--- src/dbg_settings.svh ---
/*
  shared widths, address fields and register indices of the debug unit
  include wherever a width or a decode constant is needed
*/

`ifndef DBG_SETTINGS_SVH
`define DBG_SETTINGS_SVH

// widths --------------------
`define DBG_ADDR_W  15 // debug bus address
`define DBG_DATA_W  32 // bus and register data
`define DBG_GPR_AW  5  // register file index, addr[6:2]
`define DBG_CAUSE_W 6  // trap cause
`define DBG_SETS_W  5  // settings vector to the core

// address regions in addr[13:8] --------------------
`define DBG_REGION_ALWAYS 6'h00 // always accessible debug regs
`define DBG_REGION_HALTED 6'h20 // only while halted
`define DBG_REGION_GPR    6'h04 // general purpose registers

// register indices in addr[6:2] --------------------
`define DBG_IDX_CTRL  5'd0
`define DBG_IDX_HIT   5'd1
`define DBG_IDX_IE    5'd2
`define DBG_IDX_CAUSE 5'd3
`define DBG_IDX_DNPC  5'd0 // halted region

// CTRL halt/resume bit
`define DBG_CTRL_HALT_BIT 16

// cause for a non-trap halt, also the reset value
`define DBG_CAUSE_HALT 6'h1F

`endif

--- src/dbg_pkg.sv ---
/*
  types shared by the debug unit modules and interfaces
  referenced by scoped name, never imported
*/

`default_nettype none

`include "dbg_settings.svh"

package dbg_pkg;

  // source of the bus read data in the rvalid cycle
  typedef enum logic [1:0] {
    RD_NONE = 2'd0, // unmapped or blocked, reads 0
    RD_GPR  = 2'd1, // register file
    RD_DBG  = 2'd2  // always-accessible debug regs
  } dbg_rd_sel_e;

  // halt controller states
  typedef enum logic [1:0] {
    RUNNING  = 2'd0,
    HALT_REQ = 2'd1, // waiting for core ack
    HALT     = 2'd2
  } dbg_halt_state_e;

  // settings to the core, msb first on the vector
  typedef struct packed {
    logic sste;  // single step enable
    logic ecall; // trap on ecall
    logic elsu;  // trap on load/store misalign
    logic ebrk;  // trap on ebreak
    logic eill;  // trap on illegal instr
  } dbg_settings_t;

  typedef logic [`DBG_CAUSE_W-1:0] dbg_cause_t;

endpackage

`default_nettype wire

--- src/dbg_access_if.sv ---
/*
  decoded debug register accesses, bus decoder to register block
  write strobe in the request cycle, latched read select/index after it
*/

`timescale 1ns/10ps
`default_nettype none

`include "dbg_settings.svh"

interface dbg_access_if;

  logic                     reg_we;    // write pulse, always region
  logic [`DBG_GPR_AW-1:0]   reg_idx;   // register index of the write
  logic [`DBG_DATA_W-1:0]   reg_wdata;
  dbg_pkg::dbg_rd_sel_e     rd_sel_q;  // latched read source
  logic [`DBG_GPR_AW-1:0]   rd_idx_q;  // latched read index

  modport dec (output reg_we, reg_idx, reg_wdata, rd_sel_q, rd_idx_q);
  modport regs (input reg_we, reg_idx, reg_wdata, rd_sel_q, rd_idx_q);

endinterface

`default_nettype wire

--- src/dbg_status_if.sv ---
/*
  halt commands and halt status shared by registers, halt controller and decoder
  commands are single cycle pulses from the register block
*/

`timescale 1ns/10ps
`default_nettype none

interface dbg_status_if;

  logic                 halt_cmd;   // CTRL write, halt bit set
  logic                 resume_cmd; // CTRL write, halt bit clear
  logic                 ssth_clear; // HIT write, bit 0 set
  logic                 halted;     // core is in HALT
  dbg_pkg::dbg_cause_t  cause_q;
  logic                 ssth_q;     // single step hit

  // register block, issues commands and reads status back
  modport cmd (output halt_cmd, resume_cmd, ssth_clear,
               input halted, cause_q, ssth_q);
  // halt controller
  modport ctrl (input halt_cmd, resume_cmd, ssth_clear,
                output halted, cause_q, ssth_q);
  // bus decoder, gates GPR and DNPC access
  modport obs (input halted);

endinterface

`default_nettype wire

--- src/dbg_bus_decoder.sv ---
/*
  debug bus front end, grants every request at once and returns rvalid a cycle later
  decodes regions, raises GPR and jump requests while halted, muxes read data
*/

`timescale 1ns/10ps
`default_nettype none

`include "dbg_settings.svh"

module dbg_bus_decoder (
  input  wire                    clk,
  input  wire                    rst_n,
  input  wire                    debug_req_i,
  input  wire                    debug_we_i,
  input  wire  [`DBG_ADDR_W-1:0] debug_addr_i,
  input  wire  [`DBG_DATA_W-1:0] debug_wdata_i,
  output logic                   debug_gnt_o,
  output logic                   debug_rvalid_o,
  output logic [`DBG_DATA_W-1:0] debug_rdata_o,
  input  wire  [`DBG_DATA_W-1:0] regfile_rdata_i,
  input  wire  [`DBG_DATA_W-1:0] debug_data_i,   // debug reg read value
  output logic                   regfile_rreq_o,
  output logic [`DBG_GPR_AW-1:0] regfile_raddr_o,
  output logic                   regfile_wreq_o,
  output logic [`DBG_GPR_AW-1:0] regfile_waddr_o,
  output logic [`DBG_DATA_W-1:0] regfile_wdata_o,
  output logic                   jump_req_o,
  output logic [`DBG_DATA_W-1:0] jump_addr_o,
  dbg_access_if.dec              acc,
  dbg_status_if.obs              stat
);

  logic [5:0]             region;
  logic [`DBG_GPR_AW-1:0] idx;
  logic                   hit_always, hit_halted, hit_gpr;
  logic                   rd_req, wr_req;
  dbg_pkg::dbg_rd_sel_e   rd_sel_n, rd_sel_q;
  logic                   rreq_q, jump_q;
  logic [`DBG_GPR_AW-1:0] idx_q;
  logic [`DBG_DATA_W-1:0] wdata_q; // jump target

  // decode --------------------
  assign region = debug_addr_i[13:8];
  assign idx    = debug_addr_i[6:2];

  // bit 14 set is unmapped space
  assign hit_always = ~debug_addr_i[14] & (region == `DBG_REGION_ALWAYS);
  assign hit_halted = ~debug_addr_i[14] & (region == `DBG_REGION_HALTED);
  assign hit_gpr    = ~debug_addr_i[14] & (region == `DBG_REGION_GPR);

  assign rd_req = debug_req_i & ~debug_we_i;
  assign wr_req = debug_req_i & debug_we_i;

  assign debug_gnt_o = debug_req_i; // no back-pressure for any address

  // always-region writes go straight to the register block
  assign acc.reg_we    = wr_req & hit_always;
  assign acc.reg_idx   = idx;
  assign acc.reg_wdata = debug_wdata_i;

  // GPR write in the request cycle while halted
  assign regfile_wreq_o  = wr_req & hit_gpr & stat.halted;
  assign regfile_waddr_o = idx;
  assign regfile_wdata_o = debug_wdata_i;

  always_comb begin
    rd_sel_n = dbg_pkg::RD_NONE;
    if (rd_req) begin
      if (hit_always)
        rd_sel_n = dbg_pkg::RD_DBG;
      else if (hit_gpr && stat.halted)
        rd_sel_n = dbg_pkg::RD_GPR; // running gpr reads return 0
    end
  end

  // request latches --------------------
  always_ff @(posedge clk or negedge rst_n) begin
    if (!rst_n) begin
      debug_rvalid_o <= 1'b0;
      rd_sel_q       <= dbg_pkg::RD_NONE;
      rreq_q         <= 1'b0;
      jump_q         <= 1'b0;
    end else begin
      debug_rvalid_o <= debug_gnt_o; // rvalid one cycle after each gnt
      if (debug_req_i || debug_rvalid_o) begin // idle otherwise
        rd_sel_q <= rd_sel_n;
        rreq_q   <= rd_req & hit_gpr & stat.halted;
        jump_q   <= wr_req & hit_halted & stat.halted & (idx == `DBG_IDX_DNPC);
      end
    end
  end

  always_ff @(posedge clk) begin
    if (debug_req_i) begin
      idx_q   <= idx;
      wdata_q <= debug_wdata_i;
    end
  end

  assign acc.rd_sel_q = rd_sel_q;
  assign acc.rd_idx_q = idx_q;

  assign regfile_rreq_o  = rreq_q; // high in the rvalid cycle with the data
  assign regfile_raddr_o = idx_q;
  assign jump_req_o      = jump_q;
  assign jump_addr_o     = wdata_q;

  // read data mux --------------------
  always_comb begin
    case (rd_sel_q)
      dbg_pkg::RD_GPR: debug_rdata_o = regfile_rdata_i;
      dbg_pkg::RD_DBG: debug_rdata_o = debug_data_i;
      default:         debug_rdata_o = '0;
    endcase
  end

endmodule

`default_nettype wire

--- src/dbg_regs.sv ---
/*
  always-accessible debug registers CTRL, HIT, IE and CAUSE
  holds the settings, turns CTRL/HIT writes into halt controller commands
*/

`timescale 1ns/10ps
`default_nettype none

`include "dbg_settings.svh"

module dbg_regs (
  input  wire                     clk,
  input  wire                     rst_n,
  output dbg_pkg::dbg_settings_t  settings_o,
  output logic [`DBG_DATA_W-1:0]  debug_data_o,
  dbg_access_if.regs              acc,
  dbg_status_if.cmd               stat
);

  dbg_pkg::dbg_settings_t settings_q;
  logic                   ctrl_we, hit_we, ie_we;

  assign ctrl_we = acc.reg_we & (acc.reg_idx == `DBG_IDX_CTRL);
  assign hit_we  = acc.reg_we & (acc.reg_idx == `DBG_IDX_HIT);
  assign ie_we   = acc.reg_we & (acc.reg_idx == `DBG_IDX_IE);

  // commands in the same cycle as the write
  assign stat.halt_cmd   = ctrl_we & acc.reg_wdata[`DBG_CTRL_HALT_BIT];
  assign stat.resume_cmd = ctrl_we & ~acc.reg_wdata[`DBG_CTRL_HALT_BIT];
  assign stat.ssth_clear = hit_we & acc.reg_wdata[0];

  // settings --------------------
  always_ff @(posedge clk or negedge rst_n) begin
    if (!rst_n) begin
      settings_q <= '0;
    end else begin
      if (ctrl_we)
        settings_q.sste <= acc.reg_wdata[0];
      if (ie_we) begin
        settings_q.ecall <= acc.reg_wdata[11];
        settings_q.elsu  <= acc.reg_wdata[7] | acc.reg_wdata[5]; // load or store
        settings_q.ebrk  <= acc.reg_wdata[3];
        settings_q.eill  <= acc.reg_wdata[2];
      end
    end
  end

  assign settings_o = settings_q;

  // read mux on the latched index --------------------
  always_comb begin
    debug_data_o = '0;
    if (acc.rd_sel_q == dbg_pkg::RD_DBG) begin
      case (acc.rd_idx_q)
        `DBG_IDX_CTRL: begin
          debug_data_o[`DBG_CTRL_HALT_BIT] = stat.halted;
          debug_data_o[0]                  = settings_q.sste;
        end
        `DBG_IDX_HIT: debug_data_o[0] = stat.ssth_q; // upper bits read 0
        `DBG_IDX_IE: begin
          debug_data_o[11] = settings_q.ecall;
          debug_data_o[7]  = settings_q.elsu; // shown twice
          debug_data_o[5]  = settings_q.elsu;
          debug_data_o[3]  = settings_q.ebrk;
          debug_data_o[2]  = settings_q.eill;
        end
        `DBG_IDX_CAUSE: debug_data_o = {stat.cause_q[5], 26'b0, stat.cause_q[4:0]};
        default: debug_data_o = '0;
      endcase
    end
  end

endmodule

`default_nettype wire

--- src/dbg_halt_ctrl.sv ---
/*
  halt state machine, RUNNING -> HALT_REQ -> HALT and back
  records the trap cause and the single-step hit on entry to HALT_REQ
*/

`timescale 1ns/10ps
`default_nettype none

`include "dbg_settings.svh"

module dbg_halt_ctrl (
  input  wire                    clk,
  input  wire                    rst_n,
  input  wire                    debug_halt_i,
  input  wire                    debug_resume_i,
  input  wire                    trap_i,
  input  wire  [`DBG_CAUSE_W-1:0] exc_cause_i,
  input  wire                    dbg_ack_i,
  input  wire                    sste_i,
  output logic                   dbg_req_o,
  output logic                   stall_o,
  dbg_status_if.ctrl             stat
);

  dbg_pkg::dbg_halt_state_e state_q, state_n;
  dbg_pkg::dbg_cause_t      cause_q, cause_n;
  logic                     ssth_q, ssth_n;

  // next state --------------------
  always_comb begin
    state_n   = state_q;
    cause_n   = cause_q;
    ssth_n    = ssth_q;
    dbg_req_o = 1'b0;
    stall_o   = 1'b0;

    case (state_q)
      dbg_pkg::RUNNING: begin
        ssth_n = 1'b0;
        if (stat.halt_cmd || debug_halt_i || trap_i) begin
          dbg_req_o = 1'b1; // same cycle as the request
          state_n   = dbg_pkg::HALT_REQ;
          if (trap_i) begin
            cause_n = exc_cause_i;
            ssth_n  = sste_i; // hit only when stepping
          end else begin
            cause_n = `DBG_CAUSE_HALT;
          end
        end
      end

      dbg_pkg::HALT_REQ: begin
        dbg_req_o = 1'b1; // hold until ack
        if (dbg_ack_i)
          state_n = dbg_pkg::HALT;
        if (debug_resume_i)
          state_n = dbg_pkg::RUNNING; // external resume wins
      end

      dbg_pkg::HALT: begin
        stall_o = 1'b1;
        if (stat.resume_cmd || debug_resume_i) begin
          stall_o = 1'b0; // release in the resume cycle
          state_n = dbg_pkg::RUNNING;
        end
      end

      default: state_n = dbg_pkg::RUNNING;
    endcase

    if (stat.ssth_clear)
      ssth_n = 1'b0;
  end

  always_ff @(posedge clk or negedge rst_n) begin
    if (!rst_n) begin
      state_q <= dbg_pkg::RUNNING;
      cause_q <= `DBG_CAUSE_HALT;
      ssth_q  <= 1'b0;
    end else begin
      state_q <= state_n;
      cause_q <= cause_n;
      ssth_q  <= ssth_n;
    end
  end

  assign stat.halted  = (state_q == dbg_pkg::HALT);
  assign stat.cause_q = cause_q;
  assign stat.ssth_q  = ssth_q;

endmodule

`default_nettype wire

--- src/dbg_unit_top.sv ---
/*
  debug unit top level, plain bus, core and register file ports
  connects decoder, register block and halt controller through two interfaces
*/

`timescale 1ns/10ps
`default_nettype none

`include "dbg_settings.svh"

module dbg_unit_top (
  input  wire                     clk,
  input  wire                     rst_n,
  // debug bus
  input  wire                     debug_req_i,
  output logic                    debug_gnt_o,
  output logic                    debug_rvalid_o,
  input  wire  [`DBG_ADDR_W-1:0]  debug_addr_i,
  input  wire                     debug_we_i,
  input  wire  [`DBG_DATA_W-1:0]  debug_wdata_i,
  output logic [`DBG_DATA_W-1:0]  debug_rdata_o,
  output logic                    debug_halted_o,
  input  wire                     debug_halt_i,
  input  wire                     debug_resume_i,
  // core side
  output logic [`DBG_SETS_W-1:0]  settings_o,
  input  wire                     trap_i,
  input  wire  [`DBG_CAUSE_W-1:0] exc_cause_i,
  output logic                    stall_o,
  output logic                    dbg_req_o,
  input  wire                     dbg_ack_i,
  // register file
  output logic                    regfile_rreq_o,
  output logic [`DBG_GPR_AW-1:0]  regfile_raddr_o,
  input  wire  [`DBG_DATA_W-1:0]  regfile_rdata_i,
  output logic                    regfile_wreq_o,
  output logic [`DBG_GPR_AW-1:0]  regfile_waddr_o,
  output logic [`DBG_DATA_W-1:0]  regfile_wdata_o,
  // jump to DNPC
  output logic                    jump_req_o,
  output logic [`DBG_DATA_W-1:0]  jump_addr_o
);

  dbg_access_if acc_if ();
  dbg_status_if stat_if ();

  dbg_pkg::dbg_settings_t settings;
  logic [`DBG_DATA_W-1:0] debug_data; // debug reg read value

  dbg_bus_decoder u_dbg_bus_decoder (
    .clk             (clk),
    .rst_n           (rst_n),
    .debug_req_i     (debug_req_i),
    .debug_we_i      (debug_we_i),
    .debug_addr_i    (debug_addr_i),
    .debug_wdata_i   (debug_wdata_i),
    .debug_gnt_o     (debug_gnt_o),
    .debug_rvalid_o  (debug_rvalid_o),
    .debug_rdata_o   (debug_rdata_o),
    .regfile_rdata_i (regfile_rdata_i),
    .debug_data_i    (debug_data),
    .regfile_rreq_o  (regfile_rreq_o),
    .regfile_raddr_o (regfile_raddr_o),
    .regfile_wreq_o  (regfile_wreq_o),
    .regfile_waddr_o (regfile_waddr_o),
    .regfile_wdata_o (regfile_wdata_o),
    .jump_req_o      (jump_req_o),
    .jump_addr_o     (jump_addr_o),
    .acc             (acc_if.dec),
    .stat            (stat_if.obs)
  );

  dbg_regs u_dbg_regs (
    .clk          (clk),
    .rst_n        (rst_n),
    .settings_o   (settings),
    .debug_data_o (debug_data),
    .acc          (acc_if.regs),
    .stat         (stat_if.cmd)
  );

  dbg_halt_ctrl u_dbg_halt_ctrl (
    .clk            (clk),
    .rst_n          (rst_n),
    .debug_halt_i   (debug_halt_i),
    .debug_resume_i (debug_resume_i),
    .trap_i         (trap_i),
    .exc_cause_i    (exc_cause_i),
    .dbg_ack_i      (dbg_ack_i),
    .sste_i         (settings.sste),
    .dbg_req_o      (dbg_req_o),
    .stall_o        (stall_o),
    .stat           (stat_if.ctrl)
  );

  assign settings_o     = settings; // packed struct onto the flat port
  assign debug_halted_o = stat_if.halted;

endmodule

`default_nettype wire

--- config.mk ---
export PLATFORM = sky130hd
export DESIGN_NAME = dbg_unit_top
export DESIGN_NICKNAME = d
export VERILOG_FILES = /design/src/dbg_pkg.sv /design/src/dbg_access_if.sv /design/src/dbg_status_if.sv /design/src/dbg_bus_decoder.sv /design/src/dbg_regs.sv /design/src/dbg_halt_ctrl.sv /design/src/dbg_unit_top.sv
export VERILOG_INCLUDE_DIRS = /design/src
export SDC_FILE = /design/constraint.sdc
export NUM_CORES = 1
export LEC_CHECK = 0
export BUFFER_PORTS_ARGS = -buffer_cell sky130_fd_sc_hd__clkbuf_2
export CAP_MARGIN = 10
export CORE_MARGIN = 3
export CORE_UTILIZATION = 40
export DETAILED_ROUTE_END_ITERATION = 7
export GPL_ROUTABILITY_DRIVEN = 0
export HOLD_SLACK_MARGIN = 0.06
export PLACE_DENSITY = 0.77
export SYNTH_ARGS = -nofsm -noshare
export SYNTH_HDL_FRONTEND = slang
export SYNTH_SLANG_ARGS = --single-unit
--- constraint.sdc ---
create_clock -name clk -period 2.2 [get_ports clk]
set_input_delay 0.22 -clock clk [delete_from_list [all_inputs] [get_ports clk]]
set_output_delay 0.22 -clock clk [all_outputs]
set_load 0.01 [all_outputs]
==> run_results.csv, run 1 <==
group,metric,value,unit
global_routing,grt_pass1_wl,10.5,mm
finish,drive_gt1_share,63.8,%
setup_path,required,1980,ps
setup_path,start_kind,"flip-flop",
placed_design,hpwl,5.81,mm
setup_path,critPathKind,"flip-flop to output pin",
logic_synthesis,yosysWarnings,0,
timing,finalHoldViolations,0,
route,vias,2214,
clocking,cts_root_buf,"clkbuf_8",
finish,layout_commonest_cell,"clkbuf_2",
global_routing,grt_use_total,18.1,%
timing,rsz0062_at_grt,"yes",
route,wl_per_cell,15.3,microns
logic_synthesis,synth_area,0.00270,sq mm
timing,finalMaxSlewViolations,0,
timing,finalSetupViolCount,6,
finish,nets,484,
logic_synthesis,async_flop_share,33.9,%
clocking,cts_max_path_buffers,2,
logic_synthesis,synth_top_area_share,41.1,%
logic_synthesis,ys_ff_latch,56,
power,max-vdd-ir-drop,0.424,mV
setup_path,reg2reg_depth,4,
clocking,cts_buffers,5,
floorplan,die_area,0.00778,sq mm
logic_synthesis,synth.largest_area_cell,"edfxtp_1",
route,dr.pass1.iters,4,
setup_path,cp.arrival,2020,ps
route,first_iter_violations,54,
logic_synthesis,synth.distinct_cells,40,
setup_path,cp_slowest_cell,"or4b_4",
logic_synthesis,yosysSeqAreaShare,58.9,%
setup_path,r2r_start,"u_dbg_halt_ctrl.state_q[0]$_DFFE_PN0P_",
logic_synthesis,synth_area_per_cell,12.7,sq um
clocking,cts.sinks,56,
clocking,clk_pin_slew,100,ps
finish,area_growth,36.0,%
timing,maxSlewHeadroom,66.0,%
flow_run,maxCapViolCount,0,
setup_path,cp-end-kind,"output pin",
worst_hold_path,hold_start,"debug_resume_i",
setup_path,ff2ff_setup_slack,750,ps
timing,worst_slack,-43.2,ps
setup_path,r2r-end,"u_dbg_halt_ctrl.stat.cause_q[0]$_DFFE_PN1P_",
worst_hold_path,holdPathStages,2,
placed_design,port_buffers,208,
logic_synthesis,synth_enable_flop_cells,37,
timing,worst_pin_slew,510,ps
setup_path,crit_path_max_fanout,8,
logic_synthesis,ys_top_cells_by_area,"edfxtp_1 41%, dfrtp_1 13%, buf_4 11%, and2_1 5.1%, dfstp_2 4.9%",
floorplan,die-height,88.2,microns
power,leakage,1.86,nW
timing,fin_tns_setup,-135,ps
route,antenna_left,0,
logic_synthesis,synth-main-ff-cell,"edfxtp_1",
status,violations,"negative setup slack",
worst_hold_path,hold_end,"u_dbg_halt_ctrl.state_q[1]$_DFFE_PN0P_",
status,outcome,"finished with violations",
timing,finalClockSkew,4.90,ps
route,viasPerCell,4.74,
global_routing,grt_pass1_vias,2050,
global_routing,grt_max_degree,41,
route,drc,0,
floorplan,die_w,88.2,microns
finish,most-common-layout-cells,"201 x clkbuf_2, 37 x edfxtp_1, 22 x and2_1",
floorplan,rows,29,
global_routing,antenna_found_initial,0,
clocking,cts_tree,"built",
timing,layout_min_cycle_time,2240,ps
power,p_per_area,652,mW/mm^2
logic_synthesis,syn-instance-count,213,
timing,whs,84.5,ps
timing,fin_crit_sh,102,%
floorplan,io_pins,212,
floorplan,placeableCoreArea,0.00646,sq mm
clocking,htree_num_levels,2,
worst_hold_path,hp-class,"input pin to flip-flop",
clocking,clk_latency,310,ps
timing,fmax,446,MHz
finish,n_antenna_cell,0,
setup_path,critical-path-max-stage-delay,480,ps
setup_path,path_cells,"inv_1 > ha_1 > or4b_4 > nor2_4 > nand3_1 > a21oi_2 > clkbuf_2",
route,routed_wl,7.15,mm
global_routing,grt_overflow,0,
logic_synthesis,syn_nets,308,
floorplan,initial_core_util,41.8,%
[cell families (layout without fill, tap and decap cells)]
| kind of cell | count (synthesis) | in the layout | synth area share [%] |
|---|---|---|---|
| AND/OR/NAND/NOR | 68 | 68 | 16.1 |
| flip-flops | 56 | 56 | 58.9 |
| buffers and inverters | 51 | 228 | 12.5 |
| AO/OA/AOI/OAI | 28 | 28 | 8.29 |
| multiplexers | 8 | 8 | 3.29 |
| adder cells (fa/ha/maj) | 2 | 2 | 0.926 |
[flip-flops by register name (all words and copies together), names as in the netlist]
| name | flops |
|---|---|
| u_dbg_bus_decoder.acc.rd_idx_q | 5 |
| u_dbg_halt_ctrl.stat.ssth_q | 1 |
| u_dbg_regs.settings_o | 5 |
| u_dbg_bus_decoder.acc.rd_sel_q | 2 |
| u_dbg_bus_decoder.jump_addr_o | 32 |
| u_dbg_bus_decoder.regfile_rreq_o | 1 |
| u_dbg_halt_ctrl.stat.cause_q | 6 |
| u_dbg_bus_decoder.debug_rvalid_o | 1 |
| u_dbg_halt_ctrl.state_q | 2 |
| u_dbg_bus_decoder.jump_req_o | 1 |
[cells in the mapped netlist, types with 5 or more instances]
cell type / n
dfrtp_1: 14
mux2_2: 6
buf_4: 39
inv_1: 7
nand2_1: 7
nor2_1: 14
dfstp_2: 5
o22a_2: 5
a21oi_1: 5
a32oi_1: 5
and2_1: 22
edfxtp_1: 37
[how the worst max path moves through the flow]
stage | cells past startpoint | to | start
2_1_floorplan | 6 | debug_rdata_o[5] | u_dbg_bus_decoder.acc.rd_sel_q[0]$_DFFE_PN0P_
3_3_place_gp | 7 | debug_rdata_o[0] | u_dbg_bus_decoder.acc.rd_sel_q[0]$_DFFE_PN0P_
3_5_place_dp | 7 | debug_rdata_o[5] | u_dbg_bus_decoder.acc.rd_sel_q[0]$_DFFE_PN0P_
4_1_cts | 7 | debug_rdata_o[0] | u_dbg_bus_decoder.acc.rd_sel_q[0]$_DFFE_PN0P_
5_1_grt | 7 | debug_rdata_o[0] | u_dbg_bus_decoder.acc.rd_sel_q[0]$_DFFE_PN0P_
6_report | 7 | debug_rdata_o[0] | u_dbg_bus_decoder.acc.rd_sel_q[0]$_DFFE_PN0P_
[timing repair]
action / 4_1_cts / 5_1_grt
setup endpoints to repair: 10 / 10
pin swaps: 5 / 3
hold buffers: 1 / 0
resized for setup: 2 / 9
setup buffers: 1 / 0
endpoints found under the hold margin: 14 / 0
[critical path, delay by kind of cell, from the launching register on]
family	cells	cell delay [ps]
and+or+nand+nor	3	860
DFF	1	390
buffers and inverters	2	210
AOI/OAI and AO/OA	1	140
adders and majority gates	1	120
[through the flow]
stage	area [sq um]	utilization [%]	std cells	power (mW)	setup WS, ps
floorplan	2700	-	213	1.64	302
global placement	3550	55.0	457	1.84	84.2
detailed placement	3550	55.0	457	1.86	52.5
CTS	3670	56.8	467	2.43	-81.4
global route	3670	56.9	467	2.54	-177
finish	3670	56.9	467	2.40	-43.2
[cell type report]
class	count	area, sq um
repair buffers	213	1080
clock buffers	5	68.8
multi-input cells	106	787
fillers	567	2780
flip-flops and latches	56	1590
inverters	7	26.3
well taps	77	96.3
clock inverters	3	22.5
[power by group]
part	internal, mW	switching [mW]	total, mW
clock network	0.229	0.337	0.565
logic	0.226	0.246	0.472
registers	1.29	0.0731	1.36
total	1.74	0.655	2.40
[per-layer routing]
layer	up-vias	routed length (microns)	share of wire (%)	GRT usage, %
met2	103	3810	53	32.1
met3	7	462	6.5	3.95
met4	0	82	1.1	4.95
met1	1025	2790	39	22.1
met5	-	0	0	0
li1	1079	-	-	-
Note: power is estimated with default switching activity, not from simulation.
==> run 2, diff against run 1 <==
CTS_BUF_LIST = sky130_fd_sc_hd__clkbuf_16   (was not set)
CTS_CLUSTER_DIAMETER = 50   (was not set)
SETUP_SLACK_MARGIN = 0.02   (was not set)
==> run_results.csv, run 2 (same netlist as run 1, synthesis figures left out) <==
group,metric,value,unit
finish,most-common-layout-cells,"201 x clkbuf_2, 37 x edfxtp_1, 22 x and2_1",
power,p_per_area,702,mW/mm^2
finish,area_growth,38.1,%
placed_design,dpl_cell_area,0.00355,sq mm
global_routing,grt_use_total,18.1,%
flow_run,maxCapViolCount,0,
route,viasPerCell,4.75,
timing,worst_slack,-15.1,ps
floorplan,die_area,0.00778,sq mm
timing,finalSetupViolCount,3,
route,drc,0,
timing,finalHoldViolations,0,
global_routing,grt_pass1_vias,2054,
finish,multi_input_area,787,sq um
global_routing,grt_pass1_wl,10.6,mm
worst_hold_path,holdPathStages,2,
setup_path,critical-path-top-delay-family,"simple AND/OR/NAND/NOR gates",
setup_path,cp-endpoint,"debug_rdata_o[0]",
setup_path,cp.arrival,2000,ps
global_routing,grt_max_degree,41,
timing,whs,108,ps
finish,fin_area,0.00373,sq mm
setup_path,reg2reg_depth,4,
setup_path,cp_slowest_cell,"or4b_4",
route,routed_wl,7.20,mm
setup_path,r2r-end,"u_dbg_halt_ctrl.stat.cause_q[0]$_DFFE_PN1P_",
clocking,clk_latency,290,ps
setup_path,cp-end-kind,"output pin",
worst_hold_path,hp-class,"input pin to flip-flop",
finish,largest_reg_flops,32,
finish,n_fill_cell,564,
global_routing,antenna_found_initial,0,
floorplan,io_pins,212,
floorplan,die_w,88.2,microns
route,wl_per_cell,15.4,microns
timing,finalMaxSlewViolations,0,
timing,finalClockSkew,4.11,ps
timing,fin_crit_sh,101,%
setup_path,crit_path_start,"u_dbg_bus_decoder.acc.rd_sel_q[0]$_DFFE_PN0P_",
timing,worst_pin_slew,507,ps
clocking,cts_root_buf,"clkbuf_16",
timing,fmax,451,MHz
global_routing,grt_overflow,0,
placed_design,port_buffers,208,
finish,nets,484,
floorplan,initial_core_util,41.8,%
route,antenna_left,0,
setup_path,critPathKind,"flip-flop to output pin",
clocking,cts_max_path_buffers,2,
route,vias,2218,
setup_path,ff2ff_setup_slack,750,ps
placed_design,post-place-ws,52.5,ps
setup_path,path_cells,"inv_1 > ha_1 > or4b_4 > nor2_4 > nand3_1 > a21oi_2 > clkbuf_2",
setup_path,critical-path-max-stage-delay,480,ps
setup_path,required,1980,ps
setup_path,start_kind,"flip-flop",
floorplan,rows,29,
clocking,cts_tree,"built",
finish,register_area,0.00159,sq mm
finish,n_antenna_cell,0,
clocking,cts.sinks,56,
timing,maxSlewHeadroom,66.2,%
route,dr.pass1.iters,4,
setup_path,path_buf_inv,2,
power,leakage,1.89,nW
setup_path,crit_path_max_fanout,8,
setup_path,r2r_start,"u_dbg_halt_ctrl.state_q[0]$_DFFE_PN0P_",
timing,layout_min_cycle_time,2220,ps
placed_design,hpwl,5.81,mm
route,first_iter_violations,52,
clocking,cts_buffers,5,
clocking,clk_pin_slew,70,ps
setup_path,worstSetupPathDepth,7,
route,dr_wl_met2,3.85,mm
route,routed.top_layer,"met4",
status,outcome,"finished with violations",
clocking,htree_num_levels,2,
floorplan,placeableCoreArea,0.00646,sq mm
finish,layout_commonest_cell,"clkbuf_2",
power,max-vdd-ir-drop,0.343,mV
finish,drive_gt1_share,63.8,%
status,violations,"negative setup slack",
route,met1_length,2.78,mm
floorplan,die-height,88.2,microns
timing,rsz0062_at_grt,"yes",
route,dr_wl_met3,474,microns
## run 2: cell count changes in the layout (fill, tap and decap cells not counted)
cell       before  now
clkbuf_16       0    5
clkbuf_8        5    0
## run 2: per-layer routing
metal  vias to the layer above  track usage, %
li1                       1078               -
met1                      1032            22.0
met2                        99            32.4
met3                         9            3.67
met4                         0            5.36
met5                         -               0
## run 2: worst register-to-register path: cells and delay by family (launching register included)
kind,cells,cell delay (ps)
AOI/OAI and AO/OA,2,540
DFF,1,450
and+or+nand+nor,2,400
## run 2: through the flow
stage	total power, mW	instances	utilization [%]	TNS [ps]
finish	2.62	467	57.8	-18.2
global route	2.76	467	57.8	-706
CTS	2.65	467	57.7	-300
detailed placement	1.86	457	55.0	0
global placement	1.84	457	55.0	0
floorplan	1.64	213	-	0
## run 2: repair_timing
item | 4_1_cts | 5_1_grt
endpoints found under the hold margin | 14 | 0
pin swaps | 5 | 3
gates resized for setup | 2 | 9
buffers inserted | 1 | 0
endpoints found under the setup margin | 10 | 10
hold buffers | 1 | 0
## run 2: cell type report
type                            count  area share, %
Inverter                            7          0.704
Tap cell                           77           2.58
Timing Repair Buffer              213           29.0
Clock inverter                      3          0.604
Multi-Input combinational cell    106           21.1
Sequential cell                    56           42.7
Clock buffer                        5           3.35
## run 2: report_power, final
part	leakage [nW]	total [mW]	internal [mW]	switching, mW
combinational	1.21	0.472	0.226	0.246
clock	0.0742	0.788	0.426	0.361
sequential	0.599	1.36	1.29	0.0729
total	1.89	2.62	1.94	0.680
## run 2: how the worst min path moves through the flow
stage	from	endpoint	slack [ps]
final	debug_resume_i	u_dbg_halt_ctrl.state_q[1]$_DFFE_PN0P_	110
after global routing	debug_wdata_i[14]	u_dbg_bus_decoder.jump_addr_o[14]$_DFFE_PP_	100
after CTS	debug_resume_i	u_dbg_halt_ctrl.state_q[1]$_DFFE_PN0P_	110
after detailed placement	rst_n	u_dbg_halt_ctrl.state_q[1]$_DFFE_PN0P_	210
after global placement	rst_n	u_dbg_halt_ctrl.state_q[1]$_DFFE_PN0P_	200
after floorplan	rst_n	u_dbg_bus_decoder.acc.rd_sel_q[0]$_DFFE_PN0P_	-80
==> run 3, diff against run 2 <==
CAP_MARGIN = 20   (was 10)
CORE_ASPECT_RATIO = 0.9   (was not set)
==> run_results.csv, run 3 (same netlist as run 1, synthesis figures left out) <==
group,metric,value,unit
global_routing,grt_pass1_wl,10.9,mm
route,dr.pass1.iters,4,
setup_path,cp.arrival,1970,ps
placed_design,hpwl,5.69,mm
worst_hold_path,hp-class,"input pin to flip-flop",
finish,multi_input_area,796,sq um
timing,layout_min_cycle_time,2190,ps
setup_path,r2r_start,"u_dbg_halt_ctrl.state_q[0]$_DFFE_PN0P_",
clocking,cts.sinks,56,
timing,finalHoldViolations,0,
global_routing,grt_pass1_vias,2185,
power,leakage,1.90,nW
setup_path,critical-path-max-stage-delay,490,ps
placed_design,post-place-ws,70.5,ps
power,max-vdd-ir-drop,0.426,mV
global_routing,grt_overflow,0,
route,drc,0,
finish,register_area,0.00159,sq mm
power,clkPwrFrac,29.7,%
setup_path,crit_path_start,"u_dbg_bus_decoder.acc.rd_sel_q[0]$_DFFE_PN0P_",
global_routing,antenna_found_initial,0,
finish,largest_reg_flops,32,
route,wl_per_cell,14.8,microns
setup_path,crit_path_max_fanout,4,
status,outcome,"completed",
route,vias,2205,
floorplan,die_w,92.6,microns
timing,finalSetupViolCount,0,
clocking,cts_tree,"built",
clocking,cts_buffers,5,
floorplan,die_area,0.00778,sq mm
finish,fin_area,0.00376,sq mm
timing,fmax,456,MHz
power,power_frac_comb,18.0,%
power,seqPwrFrac,52.3,%
floorplan,rows,27,
power,p_sw,0.673,mW
floorplan,initial_core_util,42.8,%
placed_design,dpl_cell_area,0.00356,sq mm
route,routed_wl,7.08,mm
power,p_sw_share,25.8,%
setup_path,cp-end-kind,"output pin",
timing,finalMaxSlewViolations,0,
setup_path,required,1980,ps
finish,most-common-layout-cells,"199 x clkbuf_2, 37 x edfxtp_1, 22 x and2_1",
timing,whs,117,ps
timing,worst_slack,7.53,ps
finish,utilization,59.6,%
clocking,cts_root_buf,"clkbuf_16",
setup_path,path_cells,"inv_1 > ha_1 > or4b_4 > nor2_4 > buf_4 > nand3_2 > a21oi_2 > buf_2",
route,antenna_left,0,
setup_path,critPathKind,"flip-flop to output pin",
placed_design,placed_cells,466,
clocking,htree_num_levels,2,
power,p_per_area,692,mW/mm^2
route,first_iter_violations,37,
worst_hold_path,holdPathStages,2,
setup_path,reg2reg_depth,4,
flow_run,maxCapViolCount,0,
floorplan,io_pins,212,
clocking,cts_max_path_buffers,2,
finish,n_antenna_cell,0,
setup_path,cp_slowest_cell,"or4b_4",
route,viasPerCell,4.60,
timing,rsz0062_at_grt,"yes",
global_routing,grt_max_degree,41,
finish,layout_commonest_cell,"clkbuf_2",
placed_design,port_buffers,208,
power,p_int,1.93,mW
timing,maxSlewHeadroom,62.0,%
timing,worst_pin_slew,568,ps
finish,finalNonFillerCells,479,
clocking,clk_latency,280,ps
finish,nets,486,
timing,finalClockSkew,3.33,ps
floorplan,placeableCoreArea,0.00632,sq mm
global_routing,grt_use_total,17.5,%
setup_path,ff2ff_setup_slack,710,ps
finish,area_growth,39.3,%
setup_path,r2r-end,"u_dbg_bus_decoder.regfile_rreq_o$_DFFE_PN0P_",
clocking,clk_pin_slew,70,ps
setup_path,cp-endpoint,"debug_rdata_o[0]",
finish,n_fill_cell,571,
finish,drive_gt1_share,64.3,%
floorplan,die-height,84.0,microns
timing,fin_crit_sh,99.7,%
setup_path,start_kind,"flip-flop",
[run 3: cell count changes in the layout (fill, tap and decap cells not counted), sizes merged]
| cell | delta |
|---|---|
| inv | +1 |
| clkinvlp | +1 |
| clkbuf | -2 |
| clkinv | -2 |
| buf | +4 |
[run 3: how the worst min path moves through the flow]
stage | slack [ps] | end | from
floorplan | -80 | u_dbg_bus_decoder.acc.rd_sel_q[0]$_DFFE_PN0P_ | rst_n
global placement | 200 | u_dbg_halt_ctrl.state_q[1]$_DFFE_PN0P_ | rst_n
detailed placement | 210 | u_dbg_halt_ctrl.state_q[1]$_DFFE_PN0P_ | rst_n
CTS | 110 | u_dbg_bus_decoder.jump_addr_o[9]$_DFFE_PP_ | debug_wdata_i[9]
global route | 120 | u_dbg_bus_decoder.jump_addr_o[1]$_DFFE_PP_ | debug_wdata_i[1]
finish | 120 | u_dbg_halt_ctrl.state_q[1]$_DFFE_PN0P_ | debug_resume_i
[run 3: what timing repair did]
item	CTS	global route
pin swaps	5	4
endpoints found under the setup margin	10	10
gates resized for setup	4	11
endpoints found under the hold margin	14	0
hold buffers	1	0
buffers inserted	4	0
[run 3: power by group through the flow]
stage / logic (mW) / clock network [mW] / registers [mW]
floorplan: 0.244 / 0 / 1.39
global placement: 0.465 / 0 / 1.37
finish: 0.469 / 0.775 / 1.36
detailed placement: 0.473 / 0 / 1.38
global route: 0.515 / 0.835 / 1.38
CTS: 0.477 / 0.796 / 1.36
[run 3: area by class of cell]
type / count / share of cell area, %
inverter: 7 / 0.698
sequential: 56 / 42.3
tap: 87 / 2.89
timing repair buffer: 215 / 29.1
multi-input combinational: 106 / 21.1
clock buffer: 5 / 3.32
clock inverter: 3 / 0.532
[run 3: per-stage QoR]
step           setup TNS, ps  power (mW)
3_3_place_gp               0        1.84
4_1_cts                 -119        2.63
5_1_grt                 -638        2.73
6_report                   0        2.61
3_5_place_dp               0        1.85
2_1_floorplan              0        1.64
[run 3: worst max-delay path, delay by kind of cell (launching register included)]
kind,cells,cell delay [ps]
adders and majority gates,1,130
and+or+nand+nor,3,690
buffers and inverters,3,340
DFF,1,380
AOI/OAI and AO/OA,1,130
[run 3: layer usage]
| layer | routed length (microns) | track usage, % |
|---|---|---|
| met1 | 2880 | 21.8 |
| met2 | 3610 | 31.6 |
| met3 | 544 | 3.52 |
| met4 | 51 | 3.60 |
| met5 | 0 | 0 |
